### src/hdl/eth_stream_defs.svh
`ifndef ETH_STREAM_DEFS_SVH
`define ETH_STREAM_DEFS_SVH

// ------------------------------
// datapath sizes
// ------------------------------
`define WORD_W          32   // fifo and mac word
`define BUF_WORDS       16   // words per udp block
`define N_CHAN          2    // data channels

// ------------------------------
// channel fifo
// ------------------------------
`define FIFO_DEPTH      64   // words per channel
`define FIFO_LVL_W      7    // holds 0..FIFO_DEPTH

// ------------------------------
// restart control
// ------------------------------
`define RESTART_HOLD    100  // holdoff after clear or stop
`define CLR_SYNC_STAGES 3    // time_clr synchroniser depth

`endif

### src/hdl/restart_ctrl.sv
`default_nettype none
`include "eth_stream_defs.svh"

module restart_ctrl (
	input  wire  clk_125,
	input  wire  rst_crc,
	input  wire  time_clr,     // async level from timing unit
	input  wire  stream_stop,  // control bit 0
	output logic former_hold,
	output logic fifo_clr,
	output logic tag_clr       // one clk on sync rise
);

	localparam int SYNC_N = `CLR_SYNC_STAGES;
	localparam int CNT_W  = $clog2(`RESTART_HOLD + 1);

	logic [SYNC_N:0] clr_sr;  // top bit is the edge detect stage
	logic cause;
	logic hold_q;
	logic [CNT_W-1:0] hold_cnt;

	// ------------------------------
	// time_clr synchroniser
	// ------------------------------
	always_ff @(posedge clk_125)
	begin
		if (rst_crc)
			clr_sr <= '0;
		else
			clr_sr <= {clr_sr[SYNC_N-1:0], time_clr};
	end

	assign tag_clr = clr_sr[SYNC_N-1] & ~clr_sr[SYNC_N];  // rise of sync level
	assign cause   = (|clr_sr) | stream_stop;             // any stage counts

	// ------------------------------
	// holdoff timer
	// ------------------------------
	always_ff @(posedge clk_125)
	begin
		if (rst_crc)
		begin
			hold_q   <= 1'b0;
			hold_cnt <= '0;
		end
		else if (cause)
		begin
			hold_q   <= 1'b1;
			hold_cnt <= '0;  // restart count while cause stays
		end
		else if (hold_q)
		begin
			if (hold_cnt == CNT_W'(`RESTART_HOLD - 1))
				hold_q <= 1'b0;  // holdoff done
			hold_cnt <= hold_cnt + 1'b1;
		end
	end

	assign former_hold = hold_q | cause;
	assign fifo_clr    = hold_q | cause;  // fifos flushed for the whole hold

endmodule

`default_nettype wire

### config.mk
export PLATFORM = sky130hd
export DESIGN_NAME = restart_ctrl
export DESIGN_NICKNAME = d
export VERILOG_FILES = /design/src/hdl/restart_ctrl.sv
export VERILOG_INCLUDE_DIRS = /design/src /design/src/hdl
export SDC_FILE = /design/constraint.sdc
export NUM_CORES = 1
export LEC_CHECK = 0
export BUFFER_PORTS_ARGS = -buffer_cell sky130_fd_sc_hd__buf_4
export CORE_AREA = 4 4 41 43
export CTS_CLUSTER_DIAMETER = 60
export CTS_CLUSTER_SIZE = 40
export DETAILED_ROUTE_END_ITERATION = 16
export DIE_AREA = 0 0 45 47
export PLACE_DENSITY = 0.55
export SYNTH_ARGS = -nofsm -noshare
export SYNTH_HDL_FRONTEND = slang
export SYNTH_SLANG_ARGS = --single-unit
### constraint.sdc
create_clock -name clk_125 -period 3.8 [get_ports clk_125]
set_clock_uncertainty 0.15 [all_clocks]
set_input_delay 0.19 -clock clk_125 [delete_from_list [all_inputs] [get_ports clk_125]]
set_output_delay 0.19 -clock clk_125 [all_outputs]
set_load 0.03 [all_outputs]
==> metrics.md <==
| Metric | Value |
|---|---|
| Reg2Reg Depth | 3 |
| Antenna Cells | 0 |
| Final critical-path required period | approximately 2 ns |
| Die area | 2120 um^2 |
| Fraction of the mapped netlist area in adder cells | 0.0267 |
| Most used DFF post-synth | dfxtp_1 |
| Main area contributors after synthesis | dfxtp_1 51%, nor2b_1 6.7%, xor2_1 5.6% |
| Total CTS buffers | 3 |
| Initial core utilization | 0.361 |
| Hold Crit Class | in -> reg |
| Number of global-route vias before repair | 321 |
| Count of buffers from port buffering | 6 |
| DRC | 0 |
| Worst setup path class | reg -> out |
| CP startpoint | clr_sr[1] |
| Critical path capture point type | output pin |
| Io pins | 7 |
| Largest net degree at the start of global routing | 8 |
| Syn Nets | 54 |
| Hold Slack | approximately 0.025 ns |
| Detail Placement HPWL | 541 um |
| Count leader, synth | dfxtp_1 |
| Main combinational cell family by area after synthesis | simple AND/OR/NAND/NOR gates |
| First-pass GRT wire length | roughly 1300 um |
| Vias after detailed routing | 347 |
| Worst slew pin tran | 0.249 ns |
| Die height | 47 um |
| Gr ovfl total | 0 |
| FF-to-FF setup slack | 2.14 ns |
| Vias per cell | 4.75 |
| Layout cells sized above 1 | 0.190 |
| Routed length per instance | 10.1 um |
| Compound-Gate Fraction of Synth Area | 0.0693 |
| Nets | between 60 and 70 |
| Startpoint types | register |
| Endpoints failing setup | 0 |
| Die Wd | 45 um |
| Fin. Hold Viols | 0 |
| Seq. cell area | about 240 um^2 |
| Hold depth | 3 |
| Post-layout util | 0.440 |
| Synth top area share | 0.512 |
| Max-Cap Viols | 0 |
| Synthesis-stage register bit count | 12 |
| Asr flop ratio synth | 0 |
| Netlist cell types | 18 |
| Clk buf depth | 2 |
| Post-CTS setup repair buffer count | 0 |
| GP Congestion | 0.669 |
| Clock Latency Late Sink | 0.27 ns |
| CP Data Required Time | 3.46 ns |
| Crit path DAT | 1.63 ns |
| Slew headroom | 0.834 |
| Post-synth EDFFs | 0 |
| Seq/Total Area, Yosys | 0.512 |
| PwrDens | 442 nW/um^2 |
| RSZ-0062 raised after global routing | false |
| Synth area leader | dfxtp_1 |
| Fill count | about 140 |
| Top cells by count, synth | 12 x dfxtp_1, 6 x nor2_1, 5 x nor2b_1 |
| Hold EP | hold_q |
| Multi-input logic area | approximately 210 um^2 |
| TritonRoute pass-1 iters | 2 |
| Count of standard-cell rows | 13 |
| Drt total wl | about 740 um |
| DR iter-0 viols | 12 |
| Xor/xnor share of the synthesized area | 0.0747 |
| Mux contribution to synthesized area | 0.0213 |
| Syn Area/Cell | roughly 9.6 um^2 |
| ANT nets after route | 0 |
| Leak | 0.216 nW |
| Final period utilization | 0.518 |
| Initial antenna violation count | 0 |
| Worst vdd ir | 0.187 mV |
| Post-route insts no fill | 73 |
| Status | completed |
| Ys Warns | 0 |
| Synth Cell Area | 469 um^2 |
| Fin Setup TNS | 0 ns |
| CTS tree | built |
| Clk root buf | clkbuf_4 |
| CTS clock-pin slew for the worst setup and hold paths | 0.08 ns |
| FF-to-FF End | hold_cnt[5] |
| Core area | 1300 um^2 |
| Crit-path max FO | 3 |
| Highest clock rate | between 500 and 600 MHz |
| Worst reg2reg startpoint | clr_sr[1] |
| Sink Count | 12 |
| Setup WS pre-CTS | ~2.1 ns |
| Synth Instances | 49 |
| Syn-to-layout area delta | 22.1% |
| Total Routing Usage GR | 0.0897 |
| Final WS setup | 1.83 ns |
| Max-slew violations | 0 |
| Htree depth | 1 |
| Synth Area in Simple Gates | 0.261 |
| Hold Crit Start | stream_stop |
| Cells after DPL | 67 |
worst max-delay path by stage:
stage,to,cells past startpoint,slack (ns)
2_1_floorplan,former_hold,3,1.95
3_3_place_gp,former_hold,3,2.14
3_5_place_dp,fifo_clr,3,2.13
4_1_cts,fifo_clr,3,1.83
5_1_grt,former_hold,3,1.80
6_report,fifo_clr,3,1.83
cell type report:
class / count / share of cell area
multi-input cells: 34 / 0.371
repair buffers: 8 / 0.114
well taps: 15 / 0.0328
clock buffers: 4 / 0.0633
flip-flops and latches: 12 / 0.419
through the flow:
stage	power (W)	area, um^2
floorplan	0.000147	469
global placement	0.000152	517
detailed placement	0.000152	517
CTS	0.000255	573
global route	0.000262	573
finish	0.000253	573
power by group:
group	leakage (nW)	internal [W]	total [W]	switching, W
clock	0.0210	0.0000582	0.000102	0.0000442
sequential	0.0976	0.000128	0.000131	0.00000289
combinational	0.0975	0.0000104	0.0000196	0.00000917
total	0.216	0.000197	0.000253	0.0000562
per-layer routing:
metal  track usage  wire, um
met5             0         0
met4        0.0877        21
met3        0.0230        42
met2         0.113       290
met1         0.120       381
flip-flops by register name, summed over array words and instances (netlist names):
signal    flops
clr_sr        4
hold_q        1
hold_cnt      7
worst max-delay path, stage by stage, from the launching register on:
cell     delay [ns]
dfxtp_1        0.31
or4_4          0.53
or3_1          0.34
buf_4          0.18
kinds of logic after synthesis:
| kind of cell | count (synthesis) |
|---|---|
| fa+ha+maj | 1 |
| simple gates | 22 |
| xor+xnor | 4 |
| compound gates | 6 |
| flops | 12 |
| mux | 1 |
| buf+inv | 3 |
what timing repair did:
action	CTS	global route
hold endpoints to repair	5	0
resized for setup	0	0
hold buffers	2	0
cells in the final DEF (no fill, tap or decap):
cell	n
dfxtp_1	12
nor2_1	6
buf_4	6
nor2b_1	5
or3_1	4
nand2_1	3
a21oi_1	3
xor2_1	3
clkbuf_4	3
nand4_1	2
o21ai_0	2
dlygate4sd3_1	2
or4_4	1
xnor2_1	1
nand4b_1	1
o31ai_1	1
mux2i_1	1
ha_1	1
clkbuf_8	1
(Power assumes the default switching activity.)
