==> config.mk <==
export PLATFORM = sky130hd
export DESIGN_NAME = udp_frame_sender
export DESIGN_NICKNAME = d
export VERILOG_FILES = /design/src/hdl/eth_stream_pkg.sv /design/src/hdl/udp_frame_sender.sv
export VERILOG_INCLUDE_DIRS = /design/src /design/src/hdl
export SDC_FILE = /design/constraint.sdc
export NUM_CORES = 1
export LEC_CHECK = 0
export BUFFER_PORTS_ARGS = -buffer_cell sky130_fd_sc_hd__buf_2
export CELL_PAD_IN_SITES_DETAIL_PLACEMENT = 2
export CELL_PAD_IN_SITES_GLOBAL_PLACEMENT = 2
export CORE_MARGIN = 8
export CORE_UTILIZATION = 26
export DETAILED_ROUTE_END_ITERATION = 10
export PLACE_DENSITY_LB_ADDON = 0.2
export SYNTH_ARGS = -nofsm -noshare
export SYNTH_HDL_FRONTEND = slang
export SYNTH_SLANG_ARGS = --single-unit
==> constraint.sdc <==
create_clock -name clk_125 -period 3.4 [get_ports clk_125]
set_input_delay 0.51 -clock clk_125 [delete_from_list [all_inputs] [get_ports clk_125]]
set_output_delay 0.51 -clock clk_125 [all_outputs]
set_load 0.01 [all_outputs]
==> src/hdl/eth_stream_defs.svh <==
`ifndef ETH_STREAM_DEFS_SVH
`define ETH_STREAM_DEFS_SVH

// ------------------------------
// datapath sizes
// ------------------------------
`define WORD_W          32   // fifo and mac word
`define BUF_WORDS       16   // words per udp block
`define N_CHAN          2    // data channels

// ------------------------------
// channel fifo
// ------------------------------
`define FIFO_DEPTH      64   // words per channel
`define FIFO_LVL_W      7    // holds 0..FIFO_DEPTH

// ------------------------------
// restart control
// ------------------------------
`define RESTART_HOLD    100  // holdoff after clear or stop
`define CLR_SYNC_STAGES 3    // time_clr synchroniser depth

`endif

==> src/hdl/eth_stream_pkg.sv <==
`default_nettype none
`include "eth_stream_defs.svh"

package eth_stream_pkg;

	typedef logic [`WORD_W-1:0] word_t;                    // fifo / mac word
	typedef logic [7:0] chan_t;                            // channel number
	typedef logic [15:0] byte_len_t;                       // byte count or udp port
	typedef logic [15:0] interval_t;                       // interval after second mark
	typedef logic [15:0] pkt_num_t;                        // packet within interval
	typedef logic [$clog2(`BUF_WORDS)-1:0] buf_addr_t;     // buffer ram address
	typedef logic [31:0] ip_addr_t;                        // ipv4

	typedef struct packed {
		byte_len_t port_src;   // our port
		byte_len_t port_dest;  // control port, data goes to +1
		ip_addr_t  ip_dest;
	} stream_cfg_t;

	typedef struct packed {
		chan_t     channel;
		byte_len_t nbytes;     // block length in bytes
		word_t     sum;        // mod 2^32 sum of block
		interval_t interval;
		pkt_num_t  pkt_num;
	} buf_desc_t;

	typedef struct packed {
		word_t data;
		logic  sop;
		logic  eop;
		logic  wren;
	} tx_beat_t;

	typedef enum logic [1:0] {F_IDLE, F_READ, F_DONE, F_WAIT_TX} former_state_t;

	typedef enum logic [2:0] {
		S_IDLE,
		S_HDR_PORTS,
		S_HDR_IP,
		S_HDR_TAG,
		S_HDR_CHAN,
		S_DATA,
		S_SUM
	} sender_state_t;

endpackage

`default_nettype wire

==> src/hdl/udp_frame_sender.sv <==
`default_nettype none
`include "eth_stream_defs.svh"

module udp_frame_sender (
	input  wire                              clk_125,
	input  wire                              rst_crc,
	input  wire eth_stream_pkg::stream_cfg_t cfg,
	input  wire                              start,
	input  wire eth_stream_pkg::buf_desc_t   desc,
	output eth_stream_pkg::buf_addr_t        buf_rd_addr,
	input  wire eth_stream_pkg::word_t       buf_rd_data,  // 1 clk after addr
	input  wire                              tx_rdy,
	output eth_stream_pkg::tx_beat_t         tx,
	output logic                             end_tx
);

	eth_stream_pkg::sender_state_t state;
	eth_stream_pkg::buf_desc_t desc_q;  // frozen for the frame
	eth_stream_pkg::buf_addr_t idx;     // word on the bus in S_DATA
	logic acc;                          // beat accepted

	assign acc = tx_rdy & (state != eth_stream_pkg::S_IDLE);

	// look one word ahead so data beats go back to back
	assign buf_rd_addr = (acc && state == eth_stream_pkg::S_DATA) ? idx + 1'b1 : idx;

	// ------------------------------
	// beat mux
	// ------------------------------
	always_comb
	begin
		tx.wren = acc;
		tx.sop  = acc & (state == eth_stream_pkg::S_HDR_PORTS);
		tx.eop  = acc & (state == eth_stream_pkg::S_SUM);
		case (state)
			eth_stream_pkg::S_HDR_PORTS:
				tx.data = {cfg.port_src, eth_stream_pkg::byte_len_t'(cfg.port_dest + 1'b1)};
			eth_stream_pkg::S_HDR_IP:
				tx.data = cfg.ip_dest;
			eth_stream_pkg::S_HDR_TAG:
				tx.data = {desc_q.interval, desc_q.pkt_num};  // time tag
			eth_stream_pkg::S_HDR_CHAN:
				tx.data = {8'd0, desc_q.channel, desc_q.nbytes};
			eth_stream_pkg::S_DATA:
				tx.data = buf_rd_data;
			eth_stream_pkg::S_SUM:
				tx.data = desc_q.sum;
			default:
				tx.data = '0;
		endcase
	end

	// ------------------------------
	// frame sequencer
	// ------------------------------
	always_ff @(posedge clk_125)
	begin
		if (rst_crc)
		begin
			state  <= eth_stream_pkg::S_IDLE;
			idx    <= '0;
			end_tx <= 1'b0;
		end
		else
		begin
			end_tx <= acc & (state == eth_stream_pkg::S_SUM);  // after last beat
			case (state)
				eth_stream_pkg::S_IDLE:
				begin
					idx <= '0;
					if (start)
						state <= eth_stream_pkg::S_HDR_PORTS;
				end
				eth_stream_pkg::S_HDR_PORTS:
					if (tx_rdy)
						state <= eth_stream_pkg::S_HDR_IP;
				eth_stream_pkg::S_HDR_IP:
					if (tx_rdy)
						state <= eth_stream_pkg::S_HDR_TAG;
				eth_stream_pkg::S_HDR_TAG:
					if (tx_rdy)
						state <= eth_stream_pkg::S_HDR_CHAN;
				eth_stream_pkg::S_HDR_CHAN:
					if (tx_rdy)
						state <= eth_stream_pkg::S_DATA;
				eth_stream_pkg::S_DATA:
					if (tx_rdy)
					begin
						idx <= idx + 1'b1;
						if (idx == `BUF_WORDS - 1)
							state <= eth_stream_pkg::S_SUM;
					end
				eth_stream_pkg::S_SUM:
					if (tx_rdy)
						state <= eth_stream_pkg::S_IDLE;
				default:
					state <= eth_stream_pkg::S_IDLE;
			endcase
		end
	end

	always_ff @(posedge clk_125)
	begin
		if (state == eth_stream_pkg::S_IDLE && start)
			desc_q <= desc;
	end

endmodule

`default_nettype wire

==> results of run 1 <==
==> cell usage after synthesis, types with 2 or more instances <==
library cell | count | share of area
sky130_fd_sc_hd__nand4_1 | 4 | 0.0050
sky130_fd_sc_hd__dfxtp_1 | 8 | 0.032
sky130_fd_sc_hd__o221ai_1 | 5 | 0.0087
sky130_fd_sc_hd__xnor2_1 | 9 | 0.016
sky130_fd_sc_hd__a211oi_1 | 2 | 0.0030
sky130_fd_sc_hd__a21oi_1 | 30 | 0.030
sky130_fd_sc_hd__buf_6 | 5 | 0.011
sky130_fd_sc_hd__edfxtp_1 | 88 | 0.53
sky130_fd_sc_hd__nor2_1 | 33 | 0.025
sky130_fd_sc_hd__o21ai_0 | 20 | 0.020
sky130_fd_sc_hd__a22o_1 | 3 | 0.0052
sky130_fd_sc_hd__and2_0 | 2 | 0.0025
sky130_fd_sc_hd__a22oi_1 | 6 | 0.0090
sky130_fd_sc_hd__and2_1 | 6 | 0.0075
sky130_fd_sc_hd__ha_1 | 2 | 0.0050
sky130_fd_sc_hd__nand2b_1 | 2 | 0.0025
sky130_fd_sc_hd__nand3_1 | 5 | 0.0050
sky130_fd_sc_hd__and4b_1 | 2 | 0.0040
sky130_fd_sc_hd__a221o_1 | 6 | 0.012
sky130_fd_sc_hd__o2bb2ai_1 | 2 | 0.0035
sky130_fd_sc_hd__xor2_1 | 8 | 0.014
sky130_fd_sc_hd__buf_2 | 15 | 0.015
sky130_fd_sc_hd__nor3b_1 | 2 | 0.0030
sky130_fd_sc_hd__nand2_1 | 24 | 0.018
sky130_fd_sc_hd__nor3_1 | 4 | 0.0040
sky130_fd_sc_hd__clkbuf_1 | 4 | 0.0030
sky130_fd_sc_hd__and4_1 | 3 | 0.0052
sky130_fd_sc_hd__a221oi_1 | 16 | 0.028
sky130_fd_sc_hd__buf_4 | 7 | 0.010
sky130_fd_sc_hd__a211o_1 | 2 | 0.0035
sky130_fd_sc_hd__mux2_2 | 16 | 0.036
sky130_fd_sc_hd__nor2b_1 | 10 | 0.012
sky130_fd_sc_hd__mux2i_1 | 39 | 0.078
==> sequential cells by signal, indices dropped and copies added (netlist names) <==
register / cells
state: 3
end_tx: 1
desc_q: 88
idx: 4
==> metal layers <==
metal / part of all wire / vias to the layer above / global-route usage
li1: - / 1998 / -
met1: 0.42 / 2059 / 0.1776
met2: 0.51 / 125 / 0.2705
met3: 0.057 / 24 / 0.04577
met4: 0.018 / 4 / 0.04620
met5: 0.0012 / - / 0
==> critical path, delay by kind of cell (launching register included) <==
family	cells	cell delay [ns]
AO/OA/AOI/OAI	2	0.45
flip-flops	1	0.63
AND/OR/NAND/NOR	1	0.82
buffers and inverters	1	0.15
==> layout make-up <==
type / count / area, sq um
clock buffers: 9 / 225.2
diodes: 2 / 5.005
repair buffers: 237 / 1224
clock inverters: 7 / 78.83
multi-input cells: 279 / 2022
fillers: 2154 / 12510
flip-flops and latches: 96 / 2809
well taps: 265 / 331.6
==> power by group <==
| part | internal (W) | total [W] | switching (W) |
|---|---|---|---|
| clock network | 0.000579 | 0.00107 | 0.000487 |
| logic | 0.000250 | 0.000567 | 0.000317 |
| registers | 0.00140 | 0.00144 | 0.0000403 |
==> through the flow <==
step	total power [W]	util
2_1_floorplan	0.001777	-
3_3_place_gp	0.002028	0.3325
3_5_place_dp	0.002049	0.3325
4_1_cts	0.003134	0.3483
5_1_grt	0.003231	0.3484
6_report	0.003074	0.3486
==> cell families (layout without fill, tap and decap cells) <==
family,Yosys count,after routing
muxes,56,56
other,0,2
adders and majority gates,2,2
DFF,96,96
buffers and inverters,32,253
and+or+nand+nor,105,105
AOI/OAI and AO/OA,99,99
xor gates and xnor gates,17,17
==> path summary, 6_finish.rpt <==
path	slack, ns	startpoint	endpoint
worst max-delay path	0.50	state[1]	tx[34]
worst min register to register	0.54	idx[3]	idx[3]
worst min-delay path	0.33	desc[71]	desc_q[71]
worst max register to register	0.83	state[0]	desc_q[17]
==> metrics.md, run 1 <==
| Metric | Value |
|---|---|
| Run status | `finished clean` |
| TritonCTS Sinks | `96` |
| Die width | `155.0 um` |
| Synthesized-area fraction occupied by ao, oa, aoi and oai cells | `0.1331` |
| Fin area | `6695 sq um` |
| LEAKAGE | `2.754 nW` |
| Count of warnings emitted by yosys | `0` |
| Root buf cell | `sky130_fd_sc_hd__clkbuf_16` |
| Cells after synthesis | `407` |
| EDFF count, synth | `88` |
| Worst Hold Path Cells | `1` |
| Type of element launching the critical path | `register` |
| Number of buffers inserted by post-CTS setup repair | `0` |
| Highest achievable clock rate | `0.3453 GHz` |
| Type of the tightest min-delay check | `in2reg` |
| Data required time of the worst path | `2.89 ns` |
| DPL Wire Length | `14430 um` |
| IR drop worst, VDD | `0.0002271 V` |
| Clock tree from TritonCTS | `yes` |
| Core area | `19210 sq um` |
| Final count of hold timing violations | `0` |
| Source-to-sink clock delay at the later pin of the worst-skew pair | `0.35 ns` |
| Standard-cell row count | `51` |
| Die area | `24010 sq um` |
| Mapped cell area | `5020 sq um` |
| Post-Synth Adder-Cell Area | `0.004985` |
| Largest family of logic cells by synthesized area | `compound AO/OA/AOI/OAI gates` |
| Synthesized-area fraction occupied by xor and xnor cells | `0.02966` |
| Highest fanout seen on the critical path | `25` |
| Vert. Die Dim | `155.0 um` |
| Data arrival, critical path | `2.39 ns` |
| Number of distinct library cells after synthesis | `50` |
| Area overhead of the layout relative to synthesis | `33.37%` |
| Setup WS post-layout | `0.5038 ns` |
| GRT Residual Overflow | `0` |
| Avg Cell Area, Syn | `12.33 sq um` |
| Critical path endpoint category | `primary output` |
| All-layer global routing usage | `0.1541` |
| Most used cells in the layout excluding fill and tap cells | `sky130_fd_sc_hd__buf_2, sky130_fd_sc_hd__edfxtp_1, sky130_fd_sc_hd__mux2i_1` |
| Count of state elements after synthesis | `96` |
| Worst R2R Path Depth | `4` |
| Maximum number of pins on one net before global-route repair | `66` |
| Relative max-transition margin | `0.4097` |
| Placer congestion estimate | `0.7754` |
| Critical-path cell list | `nor2b_2, a22oi_1, a21oi_1, buf_2` |
| Worst Hold Margin | `0.3278 ns` |
| Maximum capacitance violations | `0` |
| CTS clk-pin slew, worst paths | `0.08 ns` |
| Post-synthesis simple-gate area fraction | `0.1176` |
| Share of flip-flops with an asynchronous set or reset after synthesis | `0` |
| Sum Neg Setup Slack | `0 ns` |
| Via-per-instance ratio | `4.704` |
| Initial detailed-routing violation count | `164` |
| H-tree Lvls | `3` |
| Pin slew with the least headroom to its limit | `0.8814 ns` |
| Worst clock skew on the final layout | `0.01016 ns` |
| Antenna-violating nets left | `0` |
| Number of antenna violations at the first check in global routing | `3` |
| Post-placement cell count | `877` |
| Worst setup path category | `reg2out` |
| Share of cells above drive strength 1 | `0.4490` |
| Setup repair after global routing missed its margin | `no` |
| Placement-stage worst setup slack | `0.8023 ns` |
| Via count | `4210` |
| Pwr Density | `459.2 nW/um^2` |
| Maximum buffer depth of the clock tree | `2` |
| Most common cell after layout, fill and taps aside | `sky130_fd_sc_hd__buf_2` |
| Synth Flop Type | `sky130_fd_sc_hd__edfxtp_1` |
| Final instance count without filler cells | `895` |
| Number of I/O port buffers | `227` |
| Number of clock buffers inserted by TritonCTS | `9` |
| DR pass1 iterations | `4` |
| Net count of the mapped netlist | `597` |
| DRC violations left | `0` |
| Initial core utilization | `0.2614` |
| Slowest cell delay on critical path | `0.82 ns` |
| Placed cell area | `6386 sq um` |
| Post-cts sizing count | `0` |
| Final Routed Wirelength | `18450 um` |
| Wire length of the first global-routing pass | `28550 um` |
| Max Transition Viols Final | `0` |
| Quantity of hold-fixing buffers added after cts | `0` |
| Via count of the first global-routing pass | `5031` |
| Share of cell area taken by muxes after synthesis | `0.1159` |
| Share of the clock period used by the worst path after layout | `0.8518` |
| Sequential fraction of the synthesis area | `0.5583` |
| CP max stage cell | `sky130_fd_sc_hd__nor2b_2` |
| Final Setup Violations | `0` |
| Count of boundary I/O pins | `228` |
| Average wire length per cell after detail routing | `20.61 um` |
| Total Nets Final | `813` |
| Final critical-path required period | `2.896 ns` |
Note: power is estimated with default switching activity, not from simulation.
==> run 2: changes to the inputs <==
Settings changed: BUFFER_PORTS_ARGS -buffer_cell sky130_fd_sc_hd__buf_2 to -buffer_cell sky130_fd_sc_hd__clkbuf_2.
==> metrics.md, run 2 (synthesis results as in run 1) <==
| Metric | Value |
|---|---|
| Run status | `finished clean` |
| DPL Wire Length | `14680 um` |
| Pwr Density | `463.3 nW/um^2` |
| Critical path endpoint category | `primary output` |
| Initial detailed-routing violation count | `165` |
| Die width | `155.0 um` |
| Initial core utilization | `0.2614` |
| Max Transition Viols Final | `0` |
| CTS clk-pin slew, worst paths | `0.07 ns` |
| Wire length of the first global-routing pass | `28700 um` |
| Overall Power | `0.003099 W` |
| Source-to-sink clock delay at the later pin of the worst-skew pair | `0.35 ns` |
| Highest achievable clock rate | `0.3426 GHz` |
| Setup repair after global routing missed its margin | `no` |
| Final Routed Wirelength | `18620 um` |
| DR pass1 iterations | `4` |
| Layout filler cell count | `2100` |
| Most common cell after layout, fill and taps aside | `sky130_fd_sc_hd__clkbuf_2` |
| Comb pwr share | `0.181` |
| Register name with the most flops | `desc_q` |
| Maximum capacitance violations | `0` |
| Clock tree from TritonCTS | `yes` |
| Maximum number of pins on one net before global-route repair | `44` |
| Placer congestion estimate | `0.8222` |
| Type of element launching the critical path | `register` |
| P_int | `0.002293 W` |
| Total Nets Final | `812` |
| Largest registers | `desc_q x88, idx x4, state x3` |
| Standard-cell row count | `51` |
| Worst clock skew on the final layout | `0.009929 ns` |
| Share of the clock period used by the worst path after layout | `0.8584` |
| All-layer global routing usage | `0.1568` |
| GRT Residual Overflow | `0` |
| Relative max-transition margin | `0.3711` |
| Antenna cell count | `0` |
| Final count of hold timing violations | `0` |
| Maximum buffer depth of the clock tree | `2` |
| Post-cts sizing count | `0` |
| Pin slew with the least headroom to its limit | `0.9391 ns` |
| Final critical-path required period | `2.919 ns` |
| Data required time of the worst path | `2.89 ns` |
| Worst R2R Path Depth | `4` |
| DRC violations left | `0` |
| Number of I/O port buffers | `227` |
| Worst Hold Path Cells | `1` |
| Count of boundary I/O pins | `228` |
| Placed cell area | `6379 sq um` |
| Average wire length per cell after detail routing | `20.90 um` |
| Number of clock buffers inserted by TritonCTS | `9` |
| Area overhead of the layout relative to synthesis | `33.25%` |
| Data arrival, critical path | `2.41 ns` |
| Root buf cell | `sky130_fd_sc_hd__clkbuf_16` |
| Via-per-instance ratio | `4.627` |
| IR drop worst, VDD | `0.0002542 V` |
| Core area | `19210 sq um` |
| Share of cells above drive strength 1 | `0.4457` |
| Type of the tightest min-delay check | `in2reg` |
| Final Setup Violations | `0` |
| Most used cells in the layout excluding fill and tap cells | `sky130_fd_sc_hd__clkbuf_2, sky130_fd_sc_hd__edfxtp_1, sky130_fd_sc_hd__mux2i_1` |
| Share of power burned in registers | `0.467` |
| Die area | `24010 sq um` |
| Highest fanout seen on the critical path | `27` |
| TritonCTS Sinks | `96` |
| Max reg flops | `88` |
| Vert. Die Dim | `155.0 um` |
| Quantity of hold-fixing buffers added after cts | `0` |
| Worst setup path category | `reg2out` |
| Power share of the clock group | `0.352` |
| Number of antenna violations at the first check in global routing | `1` |
| Fin area | `6689 sq um` |
| Via count | `4123` |
| LEAKAGE | `2.770 nW` |
| Number of buffers inserted by post-CTS setup repair | `0` |
| Power dissipated by switching net loads | `0.0008064 W` |
| H-tree Lvls | `3` |
| Sum Neg Setup Slack | `0 ns` |
| Sw frac | `0.2602` |
| Antenna-violating nets left | `0` |
| Via count of the first global-routing pass | `4887` |
## run 2: worst max-delay path, cell delays in order (launching register included)
cell,delay (ns)
sky130_fd_sc_hd__dfxtp_2,0.59
sky130_fd_sc_hd__buf_4,0.44
sky130_fd_sc_hd__nor2b_1,0.44
sky130_fd_sc_hd__a221oi_1,0.16
sky130_fd_sc_hd__a21oi_1,0.24
sky130_fd_sc_hd__clkbuf_2,0.18
## run 2: final cells by class
class                   count  area [sq um]  share of cell area
flip-flops and latches     96          2809              0.4199
multi-input cells         279          2022              0.3023
repair buffers            236          1216              0.1818
well taps                 265         331.6             0.04957
clock buffers              10         229.0             0.03423
clock inverters             5         81.33             0.01216
## run 2: power by group through the flow
stage	Combinational, W	Clock [W]	Sequential [W]
after global routing	0.000621	0.00117	0.00146
after global placement	0.000562	0	0.00147
after CTS	0.000577	0.00113	0.00145
after detailed placement	0.000574	0	0.00147
final	0.000562	0.00109	0.00145
after floorplan	0.000333	0	0.00144
## run 2: worst paths after layout
kind | start | to | slack [ns]
worst max-delay path | state[1] | tx[19] | 0.48
worst min-delay path | desc[21] | desc_q[21] | 0.33
worst max register to register | state[1] | desc_q[87] | 1.08
worst min register to register | idx[3] | idx[3] | 0.54
## run 2: metrics by stage
step / cells / hold WS [ns] / utilization / setup WS (ns)
2_1_floorplan: 407 / 0.4795 / - / 0.9331
3_3_place_gp: 876 / 0.5034 / 0.3321 / 0.8364
3_5_place_dp: 876 / 0.5260 / 0.3321 / 0.8021
4_1_cts: 891 / 0.3167 / 0.3483 / 0.4304
5_1_grt: 891 / 0.3168 / 0.3483 / 0.2767
6_report: 891 / 0.3344 / 0.3483 / 0.4813
## run 2: routing by layer
layer,routed length [um],GRT usage,up-vias,part of all wire
li1,-,-,1996,-
met1,7650,0.1786,1981,0.41
met2,9473,0.2772,122,0.51
met3,1105,0.04078,22,0.059
met4,378,0.05833,2,0.020
met5,13,0,-,0.00070
==> run 3: changes to the inputs <==
Settings changed: BUFFER_PORTS_ARGS -buffer_cell sky130_fd_sc_hd__clkbuf_2 to -buffer_cell sky130_fd_sc_hd__buf_2.
Clock period 3.4 ns to 2.5 ns, I/O delays scaled along.
==> metrics.md, run 3 (synthesis results as in run 1) <==
| Metric | Value |
|---|---|
| Run status | `finished clean` |
| Pwr Density | `614.6 nW/um^2` |
| Final Routed Wirelength | `19120 um` |
| Worst reg2reg setup slack | `0.71 ns` |
| Max reg flops | `88` |
| Maximum capacitance violations | `0` |
| IR drop worst, VDD | `0.0003131 V` |
| Final instance count without filler cells | `908` |
| Share of the clock period used by the worst path after layout | `0.9410` |
| Via-per-instance ratio | `4.676` |
| DPL Wire Length | `14890 um` |
| Area overhead of the layout relative to synthesis | `36.19%` |
| Sum Neg Setup Slack | `0 ns` |
| Register name with the most flops | `desc_q` |
| Clock tree from TritonCTS | `yes` |
| Die width | `155.0 um` |
| Wire length of the first global-routing pass | `28730 um` |
| Final Setup Violations | `0` |
| Standard-cell row count | `51` |
| Largest registers | `desc_q x88, idx x4, state x3` |
| Worst Hold Path Cells | `1` |
| Vert. Die Dim | `155.0 um` |
| Data required time of the worst path | `2.12 ns` |
| Maximum number of pins on one net before global-route repair | `40` |
| Root buf cell | `sky130_fd_sc_hd__clkbuf_16` |
| Placed cell area | `6514 sq um` |
| Core area | `19210 sq um` |
| All-layer global routing usage | `0.1565` |
| Via count of the first global-routing pass | `4976` |
| Initial detailed-routing violation count | `127` |
| Relative max-transition margin | `0.6740` |
| Critical Path Start | `state[0]` |
| Layout filler cell count | `2097` |
| Worst reg2reg startpoint | `state[2]` |
| Total Nets Final | `827` |
| Highest fanout seen on the critical path | `21` |
| Area of the multi-input gates | `2029 sq um` |
| DR pass1 iterations | `4` |
| Critical-path cell list | `buf_12, mux2i_1, nor2_1, o21ai_0, o221ai_1, buf_2` |
| Die area | `24010 sq um` |
| Source-to-sink clock delay at the later pin of the worst-skew pair | `0.35 ns` |
| Most used cells in the layout excluding fill and tap cells | `sky130_fd_sc_hd__buf_2, sky130_fd_sc_hd__edfxtp_1, sky130_fd_sc_hd__mux2i_1` |
| Slowest cell delay on critical path | `0.47 ns` |
| Most common cell after layout, fill and taps aside | `sky130_fd_sc_hd__buf_2` |
| Initial core utilization | `0.2614` |
| Data arrival, critical path | `1.98 ns` |
| Critical Path Sink | `tx[10]` |
| Worst setup path category | `reg2out` |
| Type of the tightest min-delay check | `in2reg` |
| Number of I/O port buffers | `227` |
| Fin area | `6837 sq um` |
| Worst R2R Path Depth | `5` |
| LEAKAGE | `2.839 nW` |
| Overall Power | `0.004202 W` |
| Sequential Area | `2811 sq um` |
| Worst clock skew on the final layout | `0.01111 ns` |
| Setup repair after global routing missed its margin | `no` |
| Critical path endpoint category | `primary output` |
| Final critical-path required period | `2.352 ns` |
| H-tree Lvls | `3` |
| Share of cells above drive strength 1 | `0.4633` |
| Antenna-violating nets left | `0` |
| Max Transition Viols Final | `0` |
| Capture point of the worst reg-to-reg path | `desc_q[22]` |
| Number of clock buffers inserted by TritonCTS | `9` |
| Number of antenna violations at the first check in global routing | `4` |
| DRC violations left | `0` |
| Count of boundary I/O pins | `228` |
| Post-placement cell count | `889` |
| Pin slew with the least headroom to its limit | `0.4891 ns` |
| CTS clk-pin slew, worst paths | `0.07 ns` |
| CP max stage cell | `sky130_fd_sc_hd__dfxtp_4` |
| Quantity of hold-fixing buffers added after cts | `0` |
| TritonCTS Sinks | `96` |
| Placer congestion estimate | `0.7645` |
| Average wire length per cell after detail routing | `21.06 um` |
| Final count of hold timing violations | `0` |
| Type of element launching the critical path | `register` |
| Maximum buffer depth of the clock tree | `2` |
| GRT Residual Overflow | `0` |
| Via count | `4246` |
| Highest achievable clock rate | `0.4251 GHz` |
run 3: changes by cell type in the layout (fill, tap and decap cells not counted), sizes merged:
cell,change
buf,+241
clkbuf,-226
clkinv,+2
diode,+2
bufinv,-1
clkinvlp,-1
run 3: what timing repair did:
action	in CTS	in global routing
hold endpoints to repair	0	0
setup buffers	0	2
resized for setup	1	3
setup endpoints to repair	11	10
run 3: layer usage:
metal	vias to the layer above	share of wire	GRT usage
li1	2026	-	-
met2	126	0.51	0.2793
met4	6	0.017	0.05460
met5	-	0.0017	0
met1	2066	0.41	0.1764
met3	22	0.059	0.04244
run 3: power by group:
group          switching [W]  total, W  internal [W]
clock network       0.000638   0.00141      0.000774
logic               0.000458  0.000839      0.000382
registers          0.0000470   0.00195       0.00190
run 3: worst min path at each step:
stage / start / end / slack [ns]
final: desc[27] / desc_q[27] / 0.19
after global routing: desc[59] / desc_q[59] / 0.18
after CTS: desc[27] / desc_q[27] / 0.18
after detailed placement: idx[2] / idx[2] / 0.54
after global placement: idx[3] / idx[3] / 0.52
after floorplan: desc[0] / desc_q[0] / 0.47
run 3: worst max-delay path, delay by kind of cell, from the launching register on:
| family | cells | cell delay, ns |
|---|---|---|
| AOI/OAI and AO/OA | 2 | 0.44 |
| and+or+nand+nor | 1 | 0.07 |
| buffers and inverters | 2 | 0.41 |
| muxes | 1 | 0.23 |
| DFF | 1 | 0.47 |
run 3: stage by stage:
stage,hold slack (ns),setup slack (ns),utilization
2_1_floorplan,0.4739,0.03312,-
3_5_place_dp,0.5437,0.3007,0.3391
4_1_cts,0.1770,0.04820,0.3542
6_report,0.1885,0.1476,0.3559
3_3_place_gp,0.5151,0.3147,0.3391
5_1_grt,0.1775,0.07203,0.3558
run 3: layout make-up:
type / count / share of cell area
Sequential cell: 96 / 0.4112
Multi-Input combinational cell: 279 / 0.2969
Timing Repair Buffer: 251 / 0.2008
Tap cell: 265 / 0.04850
Clock buffer: 10 / 0.03349
Clock inverter: 5 / 0.008419
Antenna cell: 2 / 0.0007321
